### src/hdl/mfifo_cfg_pkg.sv
// Sizes of the shared multi-FIFO and the vector types built on them.
// Changing a size here resizes every block and the packed structs with it.
`default_nettype none

package mfifo_cfg_pkg;

  // Number of logical FIFOs sharing the storage
  localparam int NumFifos = 4;
  // Number of shared RAM entries
  localparam int Depth = 16;
  // Data word width in bits
  localparam int Width = 16;

  // Logical FIFO index
  typedef logic [$clog2(NumFifos)-1:0] fifo_id_t;
  // Shared RAM entry index
  typedef logic [$clog2(Depth)-1:0] entry_id_t;
  // One data word
  typedef logic [Width-1:0] data_t;
  // Per-FIFO occupancy, 0 to Depth inclusive
  typedef logic [$clog2(Depth+1)-1:0] count_t;

endpackage

`default_nettype wire

### src/hdl/mfifo_flow_pkg.sv
// Bundles passed between the multi-FIFO blocks.
// Valid strobes travel beside these structs, not inside them.
`default_nettype none

package mfifo_flow_pkg;

  // Incoming push, target FIFO plus payload
  typedef struct packed {
    mfifo_cfg_pkg::fifo_id_t fifo_id;
    mfifo_cfg_pkg::data_t    data;
  } push_item_t;

  // RAM write request
  typedef struct packed {
    mfifo_cfg_pkg::entry_id_t entry;
    mfifo_cfg_pkg::data_t     data;
  } ram_wr_t;

  // New tail entry for one FIFO
  typedef struct packed {
    mfifo_cfg_pkg::fifo_id_t  fifo_id;
    mfifo_cfg_pkg::entry_id_t entry;
  } tail_upd_t;

  // Entry handed back to the freelist after a pop
  typedef struct packed {
    mfifo_cfg_pkg::entry_id_t entry;
  } dealloc_t;

endpackage

`default_nettype wire

### src/hdl/entry_freelist.sv
// Free-entry bitmap, offers the lowest free index each cycle.
// A take and a dealloc on the same edge never name the same entry.
`default_nettype none

module entry_freelist (
  input  wire                          clk,
  input  wire                          rst,
  input  wire                          alloc_take,
  input  wire                          dealloc_valid,
  input  mfifo_flow_pkg::dealloc_t     dealloc,
  output logic                         alloc_valid,
  output mfifo_cfg_pkg::entry_id_t     alloc_entry
);

  // One bit per entry, set means free
  logic [mfifo_cfg_pkg::Depth-1:0] free_q;
  logic [mfifo_cfg_pkg::Depth-1:0] free_d;

  assign alloc_valid = |free_q;

  // Priority pick, lowest index wins
  always_comb begin
    alloc_entry = '0;
    for (int i = mfifo_cfg_pkg::Depth - 1; i >= 0; i--) begin
      if (free_q[i]) begin
        alloc_entry = mfifo_cfg_pkg::entry_id_t'(i);
      end
    end
  end

  always_comb begin
    free_d = free_q;
    if (alloc_take) begin
      free_d[alloc_entry] = 1'b0;
    end
    // Returned entry is free again next cycle
    if (dealloc_valid) begin
      free_d[dealloc.entry] = 1'b1;
    end
  end

  always_ff @(posedge clk) begin
    if (rst) begin
      free_q <= '1;
    end else begin
      free_q <= free_d;
    end
  end

endmodule

`default_nettype wire

### src/hdl/fifo_link_ctrl.sv
// Linked-list state for every logical FIFO plus the shared next-pointer table.
// A pop on an empty FIFO is never issued by the pop side.
`default_nettype none

module fifo_link_ctrl (
  input  wire                          clk,
  input  wire                          rst,
  input  wire                          tail_valid,
  input  mfifo_flow_pkg::tail_upd_t    tail_upd,
  input  wire                          head_pop,
  input  mfifo_cfg_pkg::fifo_id_t      head_pop_id,
  output logic [mfifo_cfg_pkg::NumFifos-1:0] fifo_nonempty,
  output mfifo_cfg_pkg::entry_id_t [mfifo_cfg_pkg::NumFifos-1:0] head_entry
);

  mfifo_cfg_pkg::entry_id_t head_q  [mfifo_cfg_pkg::NumFifos];
  mfifo_cfg_pkg::entry_id_t head_d  [mfifo_cfg_pkg::NumFifos];
  mfifo_cfg_pkg::entry_id_t tail_q  [mfifo_cfg_pkg::NumFifos];
  mfifo_cfg_pkg::entry_id_t tail_d  [mfifo_cfg_pkg::NumFifos];
  mfifo_cfg_pkg::count_t    count_q [mfifo_cfg_pkg::NumFifos];
  mfifo_cfg_pkg::count_t    count_d [mfifo_cfg_pkg::NumFifos];

  // Successor of each entry within its FIFO
  mfifo_cfg_pkg::entry_id_t next_q [mfifo_cfg_pkg::Depth];

  mfifo_cfg_pkg::fifo_id_t  push_id;
  logic                     link_wr;
  mfifo_cfg_pkg::entry_id_t link_addr;

  assign push_id   = tail_upd.fifo_id;
  assign link_addr = tail_q[push_id];

  always_comb begin
    for (int f = 0; f < mfifo_cfg_pkg::NumFifos; f++) begin
      fifo_nonempty[f] = (count_q[f] != '0);
      head_entry[f]    = head_q[f];
    end
  end

  // Pop first, so a push sees the count left after a same-cycle pop
  always_comb begin
    head_d  = head_q;
    tail_d  = tail_q;
    count_d = count_q;
    link_wr = 1'b0;
    if (head_pop) begin
      // Last word leaves the head pointer stale, which is harmless
      if (count_q[head_pop_id] > mfifo_cfg_pkg::count_t'(1)) begin
        head_d[head_pop_id] = next_q[head_q[head_pop_id]];
      end
      count_d[head_pop_id] = count_d[head_pop_id] - 1'b1;
    end
    if (tail_valid) begin
      if (count_d[push_id] == '0) begin
        head_d[push_id] = tail_upd.entry;
      end else begin
        link_wr = 1'b1;
      end
      tail_d[push_id]  = tail_upd.entry;
      count_d[push_id] = count_d[push_id] + 1'b1;
    end
  end

  always_ff @(posedge clk) begin
    if (rst) begin
      for (int f = 0; f < mfifo_cfg_pkg::NumFifos; f++) begin
        head_q[f]  <= '0;
        tail_q[f]  <= '0;
        count_q[f] <= '0;
      end
    end else begin
      head_q  <= head_d;
      tail_q  <= tail_d;
      count_q <= count_d;
    end
  end

  // Link old tail to the new entry
  always_ff @(posedge clk) begin
    if (link_wr) begin
      next_q[link_addr] <= tail_upd.entry;
    end
  end

endmodule

`default_nettype wire

### src/hdl/shared_data_ram.sv
// Shared data storage, Depth words of flops.
// Written on the clock edge, read combinationally, contents undefined after reset.
`default_nettype none

module shared_data_ram (
  input  wire                          clk,
  input  wire                          ram_wr_valid,
  input  mfifo_flow_pkg::ram_wr_t      ram_wr,
  input  mfifo_cfg_pkg::entry_id_t     rd_entry,
  output mfifo_cfg_pkg::data_t         rd_data
);

  mfifo_cfg_pkg::data_t mem [mfifo_cfg_pkg::Depth];

  always_ff @(posedge clk) begin
    if (ram_wr_valid) begin
      mem[ram_wr.entry] <= ram_wr.data;
    end
  end

  // Read of the selected head, no latency
  assign rd_data = mem[rd_entry];

endmodule

`default_nettype wire

### src/hdl/shared_mfifo.sv
// Multi-FIFO with one shared RAM and per-FIFO linked lists.
// One push port and one pop port, both valid/ready, pop data has zero latency.
`default_nettype none

module shared_mfifo (
  input  wire                          clk,
  input  wire                          rst,
  input  wire                          push_valid,
  input  mfifo_flow_pkg::push_item_t   push_item,
  input  mfifo_cfg_pkg::fifo_id_t      pop_fifo_id,
  input  wire                          pop_ready,
  output logic                         push_ready,
  output logic                         push_full,
  output logic                         pop_valid,
  output mfifo_cfg_pkg::data_t         pop_data
);

  logic                                 alloc_valid;
  mfifo_cfg_pkg::entry_id_t             alloc_entry;
  logic                                 alloc_take;
  logic                                 ram_wr_valid;
  mfifo_flow_pkg::ram_wr_t              ram_wr;
  logic                                 tail_valid;
  mfifo_flow_pkg::tail_upd_t            tail_upd;
  logic [mfifo_cfg_pkg::NumFifos-1:0]   fifo_nonempty;
  mfifo_cfg_pkg::entry_id_t [mfifo_cfg_pkg::NumFifos-1:0] head_entry;
  mfifo_cfg_pkg::entry_id_t             rd_entry;
  mfifo_cfg_pkg::data_t                 rd_data;
  logic                                 head_pop;
  mfifo_cfg_pkg::fifo_id_t              head_pop_id;
  logic                                 dealloc_valid;
  mfifo_flow_pkg::dealloc_t             dealloc;

  entry_freelist u_freelist (
    .clk, .rst, .alloc_take, .dealloc_valid, .dealloc, .alloc_valid, .alloc_entry
  );

  shared_push_ctrl u_push_ctrl (
    .push_valid, .push_item, .alloc_valid, .alloc_entry, .push_ready, .push_full,
    .alloc_take, .ram_wr_valid, .tail_valid, .ram_wr, .tail_upd
  );

  fifo_link_ctrl u_link_ctrl (
    .clk, .rst, .tail_valid, .tail_upd, .head_pop, .head_pop_id, .fifo_nonempty, .head_entry
  );

  shared_data_ram u_data_ram (
    .clk, .ram_wr_valid, .ram_wr, .rd_entry, .rd_data
  );

  shared_pop_ctrl u_pop_ctrl (
    .pop_fifo_id, .pop_ready, .fifo_nonempty, .head_entry, .rd_data, .pop_valid, .pop_data,
    .rd_entry, .head_pop, .head_pop_id, .dealloc_valid, .dealloc
  );

endmodule

`default_nettype wire

### src/hdl/shared_pop_ctrl.sv
// Pop side of the shared multi-FIFO, fully combinational.
// Data follows pop_fifo_id in the same cycle.
`default_nettype none

module shared_pop_ctrl (
  input  mfifo_cfg_pkg::fifo_id_t      pop_fifo_id,
  input  wire                          pop_ready,
  input  wire [mfifo_cfg_pkg::NumFifos-1:0] fifo_nonempty,
  input  mfifo_cfg_pkg::entry_id_t [mfifo_cfg_pkg::NumFifos-1:0] head_entry,
  input  mfifo_cfg_pkg::data_t         rd_data,
  output logic                         pop_valid,
  output mfifo_cfg_pkg::data_t         pop_data,
  output mfifo_cfg_pkg::entry_id_t     rd_entry,
  output logic                         head_pop,
  output mfifo_cfg_pkg::fifo_id_t      head_pop_id,
  output logic                         dealloc_valid,
  output mfifo_flow_pkg::dealloc_t     dealloc
);

  logic pop_xfer;

  // Select the addressed FIFO
  assign pop_valid = fifo_nonempty[pop_fifo_id];
  assign rd_entry  = head_entry[pop_fifo_id];
  assign pop_data  = rd_data;

  assign pop_xfer = pop_valid & pop_ready;

  // Advance that FIFO's head
  assign head_pop    = pop_xfer;
  assign head_pop_id = pop_fifo_id;

  // Popped entry goes back to the freelist
  assign dealloc_valid = pop_xfer;
  assign dealloc.entry = rd_entry;

endmodule

`default_nettype wire

### src/hdl/shared_push_ctrl.sv
// Push side of the shared multi-FIFO, fully combinational.
// Ready depends only on the freelist, never on push_valid.
`default_nettype none

module shared_push_ctrl (
  input  wire                          push_valid,
  input  mfifo_flow_pkg::push_item_t   push_item,
  input  wire                          alloc_valid,
  input  mfifo_cfg_pkg::entry_id_t     alloc_entry,
  output logic                         push_ready,
  output logic                         push_full,
  output logic                         alloc_take,
  output logic                         ram_wr_valid,
  output logic                         tail_valid,
  output mfifo_flow_pkg::ram_wr_t      ram_wr,
  output mfifo_flow_pkg::tail_upd_t    tail_upd
);

  logic push_xfer;

  // Any free entry means a push can land
  assign push_ready = alloc_valid;
  assign push_full  = ~alloc_valid;
  assign push_xfer  = push_valid & push_ready;

  // Claim the offered entry on a transfer
  assign alloc_take = push_xfer;

  // Data goes straight into the claimed entry
  assign ram_wr_valid = push_xfer;
  assign ram_wr.entry = alloc_entry;
  assign ram_wr.data  = push_item.data;

  // Same entry becomes the new tail of the addressed FIFO
  assign tail_valid       = push_xfer;
  assign tail_upd.fifo_id = push_item.fifo_id;
  assign tail_upd.entry   = alloc_entry;

endmodule

`default_nettype wire

### config.mk
export PLATFORM = sky130hd
export DESIGN_NAME = shared_mfifo
export DESIGN_NICKNAME = d
export VERILOG_FILES = /design/src/hdl/mfifo_cfg_pkg.sv /design/src/hdl/mfifo_flow_pkg.sv /design/src/hdl/entry_freelist.sv /design/src/hdl/fifo_link_ctrl.sv /design/src/hdl/shared_data_ram.sv /design/src/hdl/shared_mfifo.sv /design/src/hdl/shared_pop_ctrl.sv /design/src/hdl/shared_push_ctrl.sv
export SDC_FILE = /design/constraint.sdc
export NUM_CORES = 1
export LEC_CHECK = 0
export BUFFER_PORTS_ARGS = -buffer_cell sky130_fd_sc_hd__buf_4
export CAP_MARGIN = 20
export CORE_MARGIN = 2
export CORE_UTILIZATION = 55
export CTS_BUF_LIST = sky130_fd_sc_hd__clkbuf_4 sky130_fd_sc_hd__clkbuf_8
export CTS_CLUSTER_DIAMETER = 200
export CTS_CLUSTER_SIZE = 25
export DETAILED_ROUTE_END_ITERATION = 6
export PLACE_DENSITY = 0.74
export SLEW_MARGIN = 30
export SYNTH_ARGS = -nofsm -noshare
export SYNTH_HDL_FRONTEND = slang
export SYNTH_HIERARCHICAL = 1
export SYNTH_SLANG_ARGS = --single-unit
### constraint.sdc
create_clock -name clk -period 3.4 [get_ports clk]
set_input_delay 0.17 -clock clk [delete_from_list [all_inputs] [get_ports clk]]
set_output_delay 0.17 -clock clk [all_outputs]
set_load 0.01 [all_outputs]
======== Yosys cells after proc, flatten, opt, wreduce, memory -nomap -nowiden ========
Memories as Yosys holds them, arrays and structs flattened.
Cells that the tools add are included.
cells by class
  $add $sub $neg .......................... 2
  $lt $le $gt $ge ......................... 10
  multiplexer cells ....................... 63
  bitwise logic cells ..................... 8
  reduce and logical (&&, ||, !) cells .... 10
operator list
  operator                                                           number
  2-to-1 mux 16 bit                                                  6
  2-to-1 mux 4 bit                                                   23
  bitwise mux 16 bit                                                 3
  bitwise mux 20 bit                                                 2
  2-to-1 mux 20 bit                                                  2
  2-to-1 mux 5 bit                                                   6
  binary-select mux 4 bit (select 2 bit)                             3
  binary-select mux 5 bit (select 2 bit)                             2
  demux 5 bit (select 2 bit)                                         2
  nonzero test 5 bit                                                 4
  bitwise AND 16 bit                                                 1
  demux 4 bit (select 2 bit)                                         2
  NOT 16 bit                                                         1
  bitwise OR 16 bit                                                  1
  OR reduction 16 bit                                                1
  less-than comparator 4 x 5 -> 1 bit, second input constant         2
  2-to-1 mux 1 bit                                                   9
  demux 1 bit (select 4 bit)                                         2
  greater-or-equal comparator 4 x 1 -> 1 bit, second input constant  2
  greater-or-equal comparator 3 bit, second input constant           2
  less-than comparator 3 x 1 -> 1 bit, second input constant         2
  NOT 2 -> 3 bit                                                     2
  adder 5 x 1 -> 5 bit, second input constant                        1
  > comparator 5 x 1 -> 1 bit, second input constant                 1
  7 further kinds                                                    11
word-level totals
  register bits ........................... 68
  RAM bits ................................ 320
  input bits .............................. 24
  output and inout bits ................... 19
  word-level logic and storage cells ...... 108
  memories ................................ 2
memory list
  name                depth  width  rd ports  clocked after Yosys merged registers in  write ports  RTL line               text
  u_data_ram.mem      16     16     1         0                                        1            shared_data_ram.sv:13  mfifo_cfg_pkg::data_t mem [mfifo_cfg_pkg::Depth];
  u_link_ctrl.next_q  16     4      1         0                                        1            fifo_link_ctrl.sv:24   mfifo_cfg_pkg::entry_id_t next_q [mfifo_cfg_pkg::Depth];

======== Longest topological paths before layout ========
Gate-level depths: netlist of run 1.
  depth in word-level cells ............... 25
  gate-level depth with buffers ........... 16
  mapped depth without buffers ............ 13

======== By module ========
The synthesis of run 1 kept the hierarchy.
by module, submodules not included
  module            times used  cells an instance  area each (um^2)  seq. area each (um^2)
  shared_data_ram   1           416                9723.1            7687.4
  fifo_link_ctrl    1           497                5785.5            2962.8
  entry_freelist    1           112                898.4             320.3
  shared_pop_ctrl   1           30                 317.8             0.0
  shared_push_ctrl  1           31                 227.7             0.0

======== Worst setup path after synthesis of run 1 ========
OpenSTA, ideal clock, no wires.
  kind .................................... register -> register
  start point ............................. reg u_link_ctrl/count_q[9] (netlist name)
  end point ............................... mem u_link_ctrl/next_q[6][0] (netlist name), enable pin
  setup time .............................. 0.361 ns
  data arrival time ....................... 3.433 ns
  data required time ...................... 3.039 ns
  setup slack ............................. -0.395 ns
  stages on the path, launching flop included .. 16
  buffers on the path ..................... 4
  clock period less this slack ............ 3.795 ns
  path through ............................ dfxtp_1 > nor3_1 > nand2_1 > mux4_2 > and2_1 > buf_4 > clkbuf_1 > or3b_2 > clkbuf_1 > mux2i_1 > mux4_2 > ha_1 > nand2_1 > nor3_2 > buf_4 > nor3_1
between the ends
  elaborated cells on any way between the ends .. 18
  those cells by class .................... add/sub (1); mux (14); bitwise (1); reduce/logical (2)
RTL lines
  element                                               RTL line               text
  from (decl)                                           fifo_link_ctrl.sv:20   mfifo_cfg_pkg::count_t count_q [mfifo_cfg_pkg::NumFifos];
  from (signal assigned)                                fifo_link_ctrl.sv:74   count_q <= count_d;
  nonzero test 5 bit                                    fifo_link_ctrl.sv:35   fifo_nonempty[f] = (count_q[f] != '0);
  via fifo_nonempty, one bit                            shared_mfifo.sv:25     logic [mfifo_cfg_pkg::NumFifos-1:0] fifo_nonempty;
  binary-select mux 1 bit (select 2 bit)                shared_pop_ctrl.sv:23  assign pop_valid = fifo_nonempty[pop_fifo_id];
  2-to-1 mux 1 bit (implied by the code)                shared_pop_ctrl.sv:23
  via pop_valid                                         shared_mfifo.sv:14     output logic pop_valid,
  bitwise AND 1 bit                                     shared_pop_ctrl.sv:27  assign pop_xfer = pop_valid & pop_ready;
  via dealloc_valid                                     shared_mfifo.sv:31     logic dealloc_valid;
  2-to-1 mux 20 bit                                     fifo_link_ctrl.sv:46   if (head_pop) begin
  binary-select mux 5 bit (select 2 bit)                fifo_link_ctrl.sv:54   if (count_d[push_id] == '0) begin
  2-to-1 mux 5 bit (implied by the code) (2 in series)  fifo_link_ctrl.sv:54
  logical NOT 5 bit                                     fifo_link_ctrl.sv:54
  2-to-1 mux 1 bit                                      fifo_link_ctrl.sv:54
  2-to-1 mux 1 bit                                      fifo_link_ctrl.sv:53   if (tail_valid) begin
  2-to-1 mux 1 bit                                      fifo_link_ctrl.sv:80   if (link_wr) begin
  2-to-1 mux 1 bit (implied by the code)                fifo_link_ctrl.sv:81   next_q[link_addr] <= tail_upd.entry;
  to (decl)                                             fifo_link_ctrl.sv:24
The timed path passes the listed nets, and every way through them passes these cells. The select of a mux whose other input is x is not followed.

======== Worst setup path after layout of run 1 ========
  start point ............................. reg u_link_ctrl/count_q[15] (netlist name)
  end point ............................... mem u_link_ctrl/next_q[15][1] (netlist name), enable pin
between the ends
  elaborated cells on any way between the ends .. 18
  those cells by class .................... add/sub (1); mux (14); bitwise (1); reduce/logical (2)
RTL lines
  element                                               RTL line
  nonzero test 5 bit                                    fifo_link_ctrl.sv:35
  via fifo_nonempty, one bit                            shared_mfifo.sv:25
  binary-select mux 1 bit (select 2 bit)                shared_pop_ctrl.sv:23
  2-to-1 mux 1 bit (implied by the code)                shared_pop_ctrl.sv:23
  bitwise AND 1 bit                                     shared_pop_ctrl.sv:27
  via dealloc_valid                                     shared_mfifo.sv:31
  2-to-1 mux 20 bit                                     fifo_link_ctrl.sv:46
  binary-select mux 5 bit (select 2 bit)                fifo_link_ctrl.sv:54
  2-to-1 mux 5 bit (implied by the code) (2 in series)  fifo_link_ctrl.sv:54
  logical NOT 5 bit                                     fifo_link_ctrl.sv:54
  2-to-1 mux 1 bit                                      fifo_link_ctrl.sv:54
  2-to-1 mux 1 bit                                      fifo_link_ctrl.sv:53
  2-to-1 mux 1 bit                                      fifo_link_ctrl.sv:80
  2-to-1 mux 1 bit (implied by the code)                fifo_link_ctrl.sv:81
The timed path passes the listed nets, and every way through them passes these cells. The select of a mux whose other input is x is not followed.

==> run_summary.xml, run 1 <==
<?xml version="1.0" encoding="UTF-8"?>
<metrics>
  <group name="flow_run">
    <metric name="max_cap_violations" unit="">0</metric>
  </group>
  <group name="sta">
    <metric name="slew-limit-headroom" unit="%">34.9</metric>
    <metric name="setup_repair_after_global_routing_missed_its_margin" unit="">true</metric>
    <metric name="timing.setup.tns" unit="ns">0</metric>
    <metric name="layout_worst_path_cycle_share" unit="%">97.5</metric>
    <metric name="worst_slew_pin_slew" unit="ns">0.977</metric>
    <metric name="finalSetupViolCount" unit="">0</metric>
    <metric name="final-hold-violation-count" unit="">0</metric>
    <metric name="fin_clk_skew" unit="ns">0.0357</metric>
    <metric name="worst_slack" unit="ns">0.0843</metric>
    <metric name="fmaxAchievable" unit="MHz">302</metric>
    <metric name="final_max_slew_viol_count" unit="">0</metric>
    <metric name="finalCriticalPeriod" unit="ns">3.32</metric>
  </group>
  <group name="drt">
    <metric name="wl_met2" unit="mm">17.4</metric>
    <metric name="total_routed_wirelength" unit="mm">34.8</metric>
    <metric name="drt_pass1_iterations" unit="">5</metric>
    <metric name="routedLengthMet1" unit="mm">14.9</metric>
    <metric name="route.detailed.vias_per_inst" unit="">6.14</metric>
    <metric name="num_vias" unit="">9455</metric>
    <metric name="top_layer" unit="">met5</metric>
    <metric name="detail-route-antenna-nets" unit="">0</metric>
    <metric name="detailedRoute.firstIterationViolations" unit="">891</metric>
    <metric name="met3_wirelength" unit="mm">2.00</metric>
    <metric name="drcViolationCount" unit="">0</metric>
    <metric name="route.detailed.wl_per_inst" unit="um">22.6</metric>
  </group>
  <group name="pwr">
    <metric name="power_frac_seq" unit="%">59.7</metric>
    <metric name="internal_power" unit="mW">6.62</metric>
    <metric name="peakVddDrop" unit="V">0.000382</metric>
    <metric name="sw_frac_of_total" unit="%">25.1</metric>
    <metric name="power.static_leakage" unit="nW">5.92</metric>
    <metric name="p_sw" unit="mW">2.22</metric>
    <metric name="share_clk_of_total_power" unit="%">22.8</metric>
    <metric name="p_comb_share" unit="%">17.6</metric>
    <metric name="power.density_cell_area" unit="nW/um2">477</metric>
  </group>
  <group name="cts">
    <metric name="cts.sinks" unit="">388</metric>
    <metric name="cts_max_level" unit="">1</metric>
    <metric name="path_clk_slew" unit="ns">0.16</metric>
    <metric name="cts_tree" unit="">done</metric>
    <metric name="clk_path_buf_depth" unit="">3</metric>
    <metric name="tritoncts.num_buffers" unit="">19</metric>
    <metric name="worst_skew_pair.late_latency" unit="ns">0.58</metric>
    <metric name="cts.root.buffer_cell" unit="">sky130_fd_sc_hd__clkbuf_8</metric>
  </group>
  <group name="global_routing">
    <metric name="pin_count_of_the_biggest_net_entering_global_routing" unit="">72</metric>
    <metric name="grt_overflow" unit="">0</metric>
    <metric name="grt_pass1_wl" unit="mm">54.3</metric>
    <metric name="grt_antenna_before_repair" unit="">2</metric>
    <metric name="via_count_of_the_first_global_routing_pass" unit="">9352</metric>
    <metric name="global_route.usage.total" unit="%">21.5</metric>
  </group>
  <group name="place">
    <metric name="hpwlAfterDp" unit="mm">22.0</metric>
    <metric name="detailedPlace.worstSlack" unit="ns">0.0538</metric>
    <metric name="gp_routability_congestion" unit="">0.886</metric>
    <metric name="placed_cells" unit="">1484</metric>
    <metric name="placement.io_buffers" unit="">42</metric>
  </group>
  <group name="synth">
    <metric name="synthCells" unit="">1086</metric>
    <metric name="synth_fa_ha_area_share" unit="%">0.295</metric>
    <metric name="yosys.area_share.simple" unit="%">6.99</metric>
    <metric name="ys_async_sr_fraction" unit="%">0</metric>
    <metric name="syn-num-nets" unit="">1114</metric>
    <metric name="part_of_the_yosys_area_used_for_sequential_elements" unit="%">64.7</metric>
    <metric name="synth.avg_cell_area" unit="um2">15.6</metric>
    <metric name="ys.warnings.count" unit="">6</metric>
    <metric name="number_of_flip_flops_and_latches_in_the_synthesized_netlist" unit="">388</metric>
    <metric name="yosys.area_share.xor_xnor" unit="%">0.775</metric>
    <metric name="synth_top_family_by_area" unit="">multiplexers</metric>
    <metric name="ys_dominant_reg_cell" unit="">sky130_fd_sc_hd__edfxtp_1</metric>
    <metric name="synth_area" unit="um2">17000</metric>
    <metric name="synth_compound_gate_area_share" unit="%">5.99</metric>
    <metric name="number_of_enable_flip_flop_cells_after_synthesis" unit="">320</metric>
    <metric name="synth.mux.area_fraction" unit="%">16.8</metric>
    <metric name="synthDistinctLibCells" unit="">61</metric>
  </group>
  <group name="floorplanning">
    <metric name="die_area" unit="um2">32200</metric>
    <metric name="placement_rows" unit="">64</metric>
    <metric name="dieWidth" unit="um">180</metric>
    <metric name="starting_density" unit="%">55.6</metric>
    <metric name="die_height" unit="um">180</metric>
    <metric name="core-area" unit="um2">30500</metric>
    <metric name="ioPinCount" unit="">43</metric>
  </group>
  <group name="final_layout">
    <metric name="fillers" unit="">2209</metric>
    <metric name="antenna_cells_inserted" unit="">0</metric>
    <metric name="area_overhead_of_the_layout_relative_to_synthesis" unit="%">9.40</metric>
    <metric name="layout.cells.non_filler" unit="">1540</metric>
    <metric name="finish.utilization" unit="%">60.8</metric>
    <metric name="final_cell_mix" unit="">320 x sky130_fd_sc_hd__edfxtp_1, 112 x sky130_fd_sc_hd__buf_4, 82 x sky130_fd_sc_hd__mux2i_1, 74 x sky130_fd_sc_hd__mux4_2, 67 x sky130_fd_sc_hd__nand2_1</metric>
    <metric name="mostFrequentLayoutCell" unit="">sky130_fd_sc_hd__edfxtp_1</metric>
    <metric name="fraction_of_layout_instances_using_a_drive_strength_above_1" unit="%">26.1</metric>
    <metric name="final_stage_net_count" unit="">1159</metric>
  </group>
  <group name="setup_path">
    <metric name="criticalPathCategory" unit="">flop to flop</metric>
    <metric name="worst-path-max-fanout" unit="">15</metric>
    <metric name="worstPathRequired" unit="ns">3.67</metric>
    <metric name="worst-endpoint-arrival" unit="ns">3.58</metric>
    <metric name="cpPeakStageDelay" unit="ns">0.55</metric>
    <metric name="worstSetupEndpointType" unit="">flop</metric>
    <metric name="rr_startpoint" unit="">u_link_ctrl/count_q[15]$_SDFF_PP0_</metric>
    <metric name="slowest_stage_cell_crit_path" unit="">sky130_fd_sc_hd__mux4_2</metric>
    <metric name="rr_endpoint" unit="">u_link_ctrl/next_q[15][1]$_DFFE_PP_</metric>
    <metric name="cp-start-kind" unit="">flop</metric>
    <metric name="cp-startpoint" unit="">u_link_ctrl/count_q[15]$_SDFF_PP0_</metric>
    <metric name="worstPathCellList" unit="">nor3_2 -&gt; nand2_1 -&gt; mux4_2 -&gt; and2_4 -&gt; buf_4 -&gt; nand2_1 -&gt; nor3_1 -&gt; xnor2_1 -&gt; mux4_2 -&gt; nand2_2 -&gt; nor3_4 -&gt; buf_12 -&gt; buf_4 -&gt; nor3_4</metric>
    <metric name="r2r_slack" unit="ns">0.08</metric>
    <metric name="ff2ff_path_depth" unit="">14</metric>
  </group>
  <group name="outcome">
    <metric name="outcome" unit="">finished, final reports clean</metric>
  </group>
  <group name="hold_path">
    <metric name="timing.hold.worst.class" unit="">input pin to flop</metric>
    <metric name="min_path_cells" unit="">3</metric>
    <metric name="hold-path-endpoint" unit="">u_link_ctrl/count_q[18]$_SDFF_PP0_</metric>
    <metric name="min-delay-start" unit="">push_item[16]</metric>
  </group>
</metrics>
[worst max path at each step]
stage | end | slack, ns | cells after the start
2_1_floorplan | u_link_ctrl/next_q[12][0]$_DFFE_PP_ | -0.09 | 16
3_3_place_gp | u_link_ctrl/next_q[14][0]$_DFFE_PP_ | 0.08 | 15
3_5_place_dp | u_link_ctrl/next_q[14][0]$_DFFE_PP_ | 0.05 | 14
4_1_cts | u_link_ctrl/next_q[4][3]$_DFFE_PP_ | 0.004 | 14
5_1_grt | u_link_ctrl/next_q[4][3]$_DFFE_PP_ | -0.04 | 15
6_report | u_link_ctrl/next_q[15][1]$_DFFE_PP_ | 0.08 | 14
[repair_timing]
action	4_1_cts	5_1_grt
hold endpoints to repair	256	0
hold buffers	16	0
setup buffers	0	6
endpoints found under the setup margin	0	76
gates resized for setup	0	12
[layer usage]
metal / track usage (%) / vias to the layer above
li1: - / 4292
met2: 36.5 / 292
met5: 0 / -
met3: 2.59 / 38
met4: 3.77 / 4
met1: 30.5 / 4829
[cell usage after synthesis (all sizes together), types with 12 or more instances]
| cell | instances | area share (%) |
|---|---|---|
| edfxtp | 320 | 57 |
| mux4 | 87 | 12 |
| mux2i | 83 | 4.9 |
| buf | 80 | 3.4 |
| dfxtp | 68 | 8.0 |
| nand2 | 68 | 1.5 |
| nor2 | 58 | 1.3 |
| a21oi | 43 | 1.3 |
| a22oi | 32 | 1.4 |
| nor3 | 32 | 1.0 |
| clkbuf | 30 | 0.69 |
| o41ai | 17 | 0.88 |
| o21ai | 16 | 0.47 |
| inv | 13 | 0.29 |
| a211oi | 12 | 0.53 |
| nand2b | 12 | 0.44 |
| nand3 | 12 | 0.35 |
[worst max-delay path, delay by kind of cell, from the launching register on]
| kind | cells | cell delay (ns) |
|---|---|---|
| buffers and inverters | 3 | 0.45 |
| flip-flops | 1 | 0.38 |
| AND/OR/NAND/NOR | 8 | 0.99 |
| XOR/XNOR | 1 | 0.16 |
| multiplexers | 2 | 1.01 |
[logic make-up after synthesis]
group,count (synthesis)
fa+ha+maj,4
xor+xnor,15
compound gates,148
mux,171
simple gates,236
flops,388
buf+inv,124
[through the flow]
| step | area (um2) | power (mW) | hold slack, ns |
|---|---|---|---|
| CTS | 18500 | 8.84 | 0.00433 |
| global route | 18500 | 9.17 | 0.0290 |
| floorplan | 17100 | 6.50 | 0.275 |
| detailed placement | 17900 | 6.86 | 0.447 |
| global placement | 17900 | 6.85 | 0.439 |
| finish | 18500 | 8.84 | 0.0259 |
[registers in the layout, summed over array words and instances, names as in the netlist]
name and count:
u_data_ram/mem 256, u_freelist/free_q 16, u_link_ctrl/count_q 20, u_link_ctrl/head_entry 16
u_link_ctrl/next_q 64, u_link_ctrl/tail_q 16
[layout make-up]
class	instances	area, um2	area share, %
multi-input cells	574	5530	29.8
inverters	14	52.6	0.283
clock inverters	2	23.8	0.128
clock buffers	32	359	1.94
repair buffers	134	1110	6.00
well taps	396	495	2.67
flip-flops and latches	388	11000	59.2
[power groups by stage]
| stage | clock (mW) | combinational, mW | sequential (mW) |
|---|---|---|---|
| global placement | 0 | 1.47 | 5.38 |
| CTS | 2.06 | 1.50 | 5.28 |
| finish | 2.01 | 1.55 | 5.28 |
| floorplan | 0 | 1.14 | 5.37 |
| global route | 2.21 | 1.67 | 5.29 |
| detailed placement | 0 | 1.48 | 5.38 |
(Power assumes the default switching activity.)
==> run 2: changes to the inputs <==
CORE_MARGIN = 3   (was 2)
==> run 2 against run 1 <==
  * First-iteration DRC count grew 8.4%
  * Die area up 2.2%
  * Clock power barely moved
  * Cell count grew 0.26%
  * Clock skew decreased by 0.0031 ns
  * Register-to-register slack got worse by 0.03 ns
  * Worst hold slack better by 0.044 ns
==> run_summary.xml, run 2 (synthesis gave the netlist of run 1 again) <==
<?xml version="1.0" encoding="UTF-8"?>
<metrics>
  <group name="cts">
    <metric name="cts.root.buffer_cell" unit="">sky130_fd_sc_hd__clkbuf_8</metric>
    <metric name="cts_max_level" unit="">1</metric>
    <metric name="tritoncts.num_buffers" unit="">19</metric>
    <metric name="clk_path_buf_depth" unit="">3</metric>
    <metric name="cts.sinks" unit="">388</metric>
    <metric name="cts_tree" unit="">done</metric>
    <metric name="path_clk_slew" unit="ns">0.14</metric>
    <metric name="worst_skew_pair.late_latency" unit="ns">0.60</metric>
  </group>
  <group name="floorplanning">
    <metric name="die_height" unit="um">182</metric>
    <metric name="core-area" unit="um2">30000</metric>
    <metric name="dieWidth" unit="um">182</metric>
    <metric name="placement_rows" unit="">63</metric>
    <metric name="ioPinCount" unit="">43</metric>
    <metric name="starting_density" unit="%">56.4</metric>
    <metric name="die_area" unit="um2">33000</metric>
  </group>
  <group name="setup_path">
    <metric name="rr_startpoint" unit="">u_link_ctrl/count_q[10]$_SDFF_PP0_</metric>
    <metric name="cpPeakStageDelay" unit="ns">0.53</metric>
    <metric name="ff2ff_path_depth" unit="">13</metric>
    <metric name="worstPathCellList" unit="">nor3_2 -&gt; nand2_1 -&gt; mux4_2 -&gt; and2_4 -&gt; or3b_4 -&gt; mux2i_4 -&gt; mux4_2 -&gt; ha_4 -&gt; nand2_4 -&gt; nor3_4 -&gt; buf_6 -&gt; buf_16 -&gt; nor3_4</metric>
    <metric name="cp-startpoint" unit="">u_link_ctrl/count_q[10]$_SDFF_PP0_</metric>
    <metric name="r2r_slack" unit="ns">0.05</metric>
    <metric name="worst-endpoint-arrival" unit="ns">3.62</metric>
    <metric name="worst-path-max-fanout" unit="">8</metric>
    <metric name="slowest_stage_cell_crit_path" unit="">sky130_fd_sc_hd__mux4_2</metric>
    <metric name="cp-start-kind" unit="">flop</metric>
    <metric name="criticalPathCategory" unit="">flop to flop</metric>
    <metric name="worstPathRequired" unit="ns">3.68</metric>
    <metric name="rr_endpoint" unit="">u_link_ctrl/next_q[12][1]$_DFFE_PP_</metric>
    <metric name="worstSetupEndpointType" unit="">flop</metric>
  </group>
  <group name="sta">
    <metric name="finalSetupViolCount" unit="">0</metric>
    <metric name="fmaxAchievable" unit="MHz">299</metric>
    <metric name="final-hold-violation-count" unit="">0</metric>
    <metric name="fin_clk_skew" unit="ns">0.0326</metric>
    <metric name="layout_worst_path_cycle_share" unit="%">98.4</metric>
    <metric name="finalCriticalPeriod" unit="ns">3.35</metric>
    <metric name="slew-limit-headroom" unit="%">53.3</metric>
    <metric name="worst_slew_pin_slew" unit="ns">0.694</metric>
    <metric name="worst_slack" unit="ns">0.0531</metric>
    <metric name="setup_repair_after_global_routing_missed_its_margin" unit="">true</metric>
    <metric name="final_max_slew_viol_count" unit="">0</metric>
    <metric name="hold_ws" unit="ns">0.0698</metric>
  </group>
  <group name="final_layout">
    <metric name="layout.cells.non_filler" unit="">1544</metric>
    <metric name="fin_area" unit="um2">18700</metric>
    <metric name="final_stage_net_count" unit="">1168</metric>
    <metric name="largest_reg_flops" unit="">256</metric>
    <metric name="mostFrequentLayoutCell" unit="">sky130_fd_sc_hd__edfxtp_1</metric>
    <metric name="largest_registers" unit="">u_data_ram/mem: 256 flops, u_link_ctrl/next_q: 64 flops, u_link_ctrl/count_q: 20 flops</metric>
    <metric name="final_cell_mix" unit="">320 x sky130_fd_sc_hd__edfxtp_1, 116 x sky130_fd_sc_hd__buf_4, 82 x sky130_fd_sc_hd__mux2i_1, 73 x sky130_fd_sc_hd__mux4_2, 67 x sky130_fd_sc_hd__nand2_1</metric>
    <metric name="max_flop_register" unit="">u_data_ram/mem</metric>
    <metric name="fraction_of_layout_instances_using_a_drive_strength_above_1" unit="%">27.0</metric>
    <metric name="area_overhead_of_the_layout_relative_to_synthesis" unit="%">10.1</metric>
  </group>
  <group name="drt">
    <metric name="detail-route-antenna-nets" unit="">0</metric>
    <metric name="route.detailed.wl_per_inst" unit="um">23.1</metric>
    <metric name="route.detailed.vias_per_inst" unit="">6.18</metric>
    <metric name="drcViolationCount" unit="">0</metric>
    <metric name="detailedRoute.firstIterationViolations" unit="">966</metric>
    <metric name="drt_pass1_iterations" unit="">5</metric>
    <metric name="total_routed_wirelength" unit="mm">35.6</metric>
    <metric name="num_vias" unit="">9549</metric>
  </group>
  <group name="hold_path">
    <metric name="timing.hold.worst.class" unit="">input pin to flop</metric>
    <metric name="hold-path-endpoint" unit="">u_link_ctrl/count_q[18]$_SDFF_PP0_</metric>
    <metric name="min_path_cells" unit="">3</metric>
    <metric name="min-delay-start" unit="">push_item[17]</metric>
  </group>
  <group name="global_routing">
    <metric name="grt_antenna_before_repair" unit="">2</metric>
    <metric name="grt_overflow" unit="">0</metric>
    <metric name="via_count_of_the_first_global_routing_pass" unit="">9684</metric>
    <metric name="global_route.usage.total" unit="%">21.3</metric>
    <metric name="grt_pass1_wl" unit="mm">54.8</metric>
    <metric name="pin_count_of_the_biggest_net_entering_global_routing" unit="">56</metric>
  </group>
  <group name="pwr">
    <metric name="peakVddDrop" unit="V">0.000383</metric>
    <metric name="power.density_cell_area" unit="nW/um2">476</metric>
    <metric name="power.static_leakage" unit="nW">5.99</metric>
  </group>
  <group name="place">
    <metric name="gp_routability_congestion" unit="">0.891</metric>
    <metric name="detailedPlace.worstSlack" unit="ns">0.00541</metric>
    <metric name="placed_cells" unit="">1484</metric>
    <metric name="hpwlAfterDp" unit="mm">22.6</metric>
    <metric name="placed_area" unit="um2">17900</metric>
    <metric name="placement.io_buffers" unit="">42</metric>
  </group>
  <group name="flow_run">
    <metric name="max_cap_violations" unit="">0</metric>
  </group>
  <group name="outcome">
    <metric name="outcome" unit="">finished, final reports clean</metric>
  </group>
</metrics>
[run 2: changes by cell type in the layout (fill, tap and decap cells not counted), sizes merged]
| cell | before | now |
|---|---|---|
| buf | 118 | 125 |
| dlygate4sd3 | 16 | 18 |
| diode | 0 | 1 |
[run 2: cell type report]
class	count	area, um2
well taps	390	488
fillers	2170	11400
diodes	1	2.50
multi-input cells	574	5530
inverters	14	52.6
clock inverters	2	23.8
repair buffers	143	1220
flip-flops and latches	388	11000
clock buffers	32	359
[run 2: power by group]
group / switching, mW / leakage [nW] / internal [mW]
clock: 1.34 / 0.203 / 0.687
combinational: 0.866 / 2.33 / 0.724
sequential: 0.0519 / 3.46 / 5.23
total: 2.25 / 5.99 / 6.64
[run 2: how the worst max path moves through the flow]
| stage | end | slack (ns) | cells after the start |
|---|---|---|---|
| 4_1_cts | u_link_ctrl/next_q[12][1]$_DFFE_PP_ | 0.003 | 12 |
| 5_1_grt | u_link_ctrl/next_q[12][2]$_DFFE_PP_ | -0.05 | 13 |
| 2_1_floorplan | u_link_ctrl/next_q[12][0]$_DFFE_PP_ | -0.09 | 16 |
| 3_5_place_dp | u_link_ctrl/next_q[4][1]$_DFFE_PP_ | 0.005 | 12 |
| 6_report | u_link_ctrl/next_q[12][1]$_DFFE_PP_ | 0.05 | 13 |
| 3_3_place_gp | u_link_ctrl/next_q[14][3]$_DFFE_PP_ | 0.07 | 12 |
[run 2: timing repair]
item,in CTS,in global routing
setup buffers,3,3
hold buffers,18,0
gates cloned,1,0
pin swaps,3,7
endpoints found under the hold margin,259,0
setup endpoints to repair,20,82
gates resized for setup,4,21
[run 2: routing by layer]
| layer | global-route usage, % | vias to the layer above | wire (um) |
|---|---|---|---|
| li1 | - | 4310 | - |
| met1 | 28.4 | 4850 | 14400 |
| met2 | 36.9 | 331 | 18300 |
| met3 | 3.57 | 56 | 2130 |
| met4 | 5.58 | 2 | 846 |
| met5 | 0 | - | 12 |
[run 2: worst max-delay path, delay by kind of cell (launching register included)]
kind / cells / cell delay [ns]
muxes: 3 / 1.09
adders and majority gates: 1 / 0.20
buffers and inverters: 2 / 0.28
DFF: 1 / 0.35
and+or+nand+nor: 7 / 1.12
[run 2: stage by stage]
stage                     util, %  setup TNS (ns)  power [mW]
final                        62.1               0        8.89
after global routing         62.1           -1.67        9.22
after CTS                    61.8               0        8.91
after detailed placement     59.7               0        6.86
after global placement       59.7               0        6.83
after floorplan                 -           -3.76        6.50
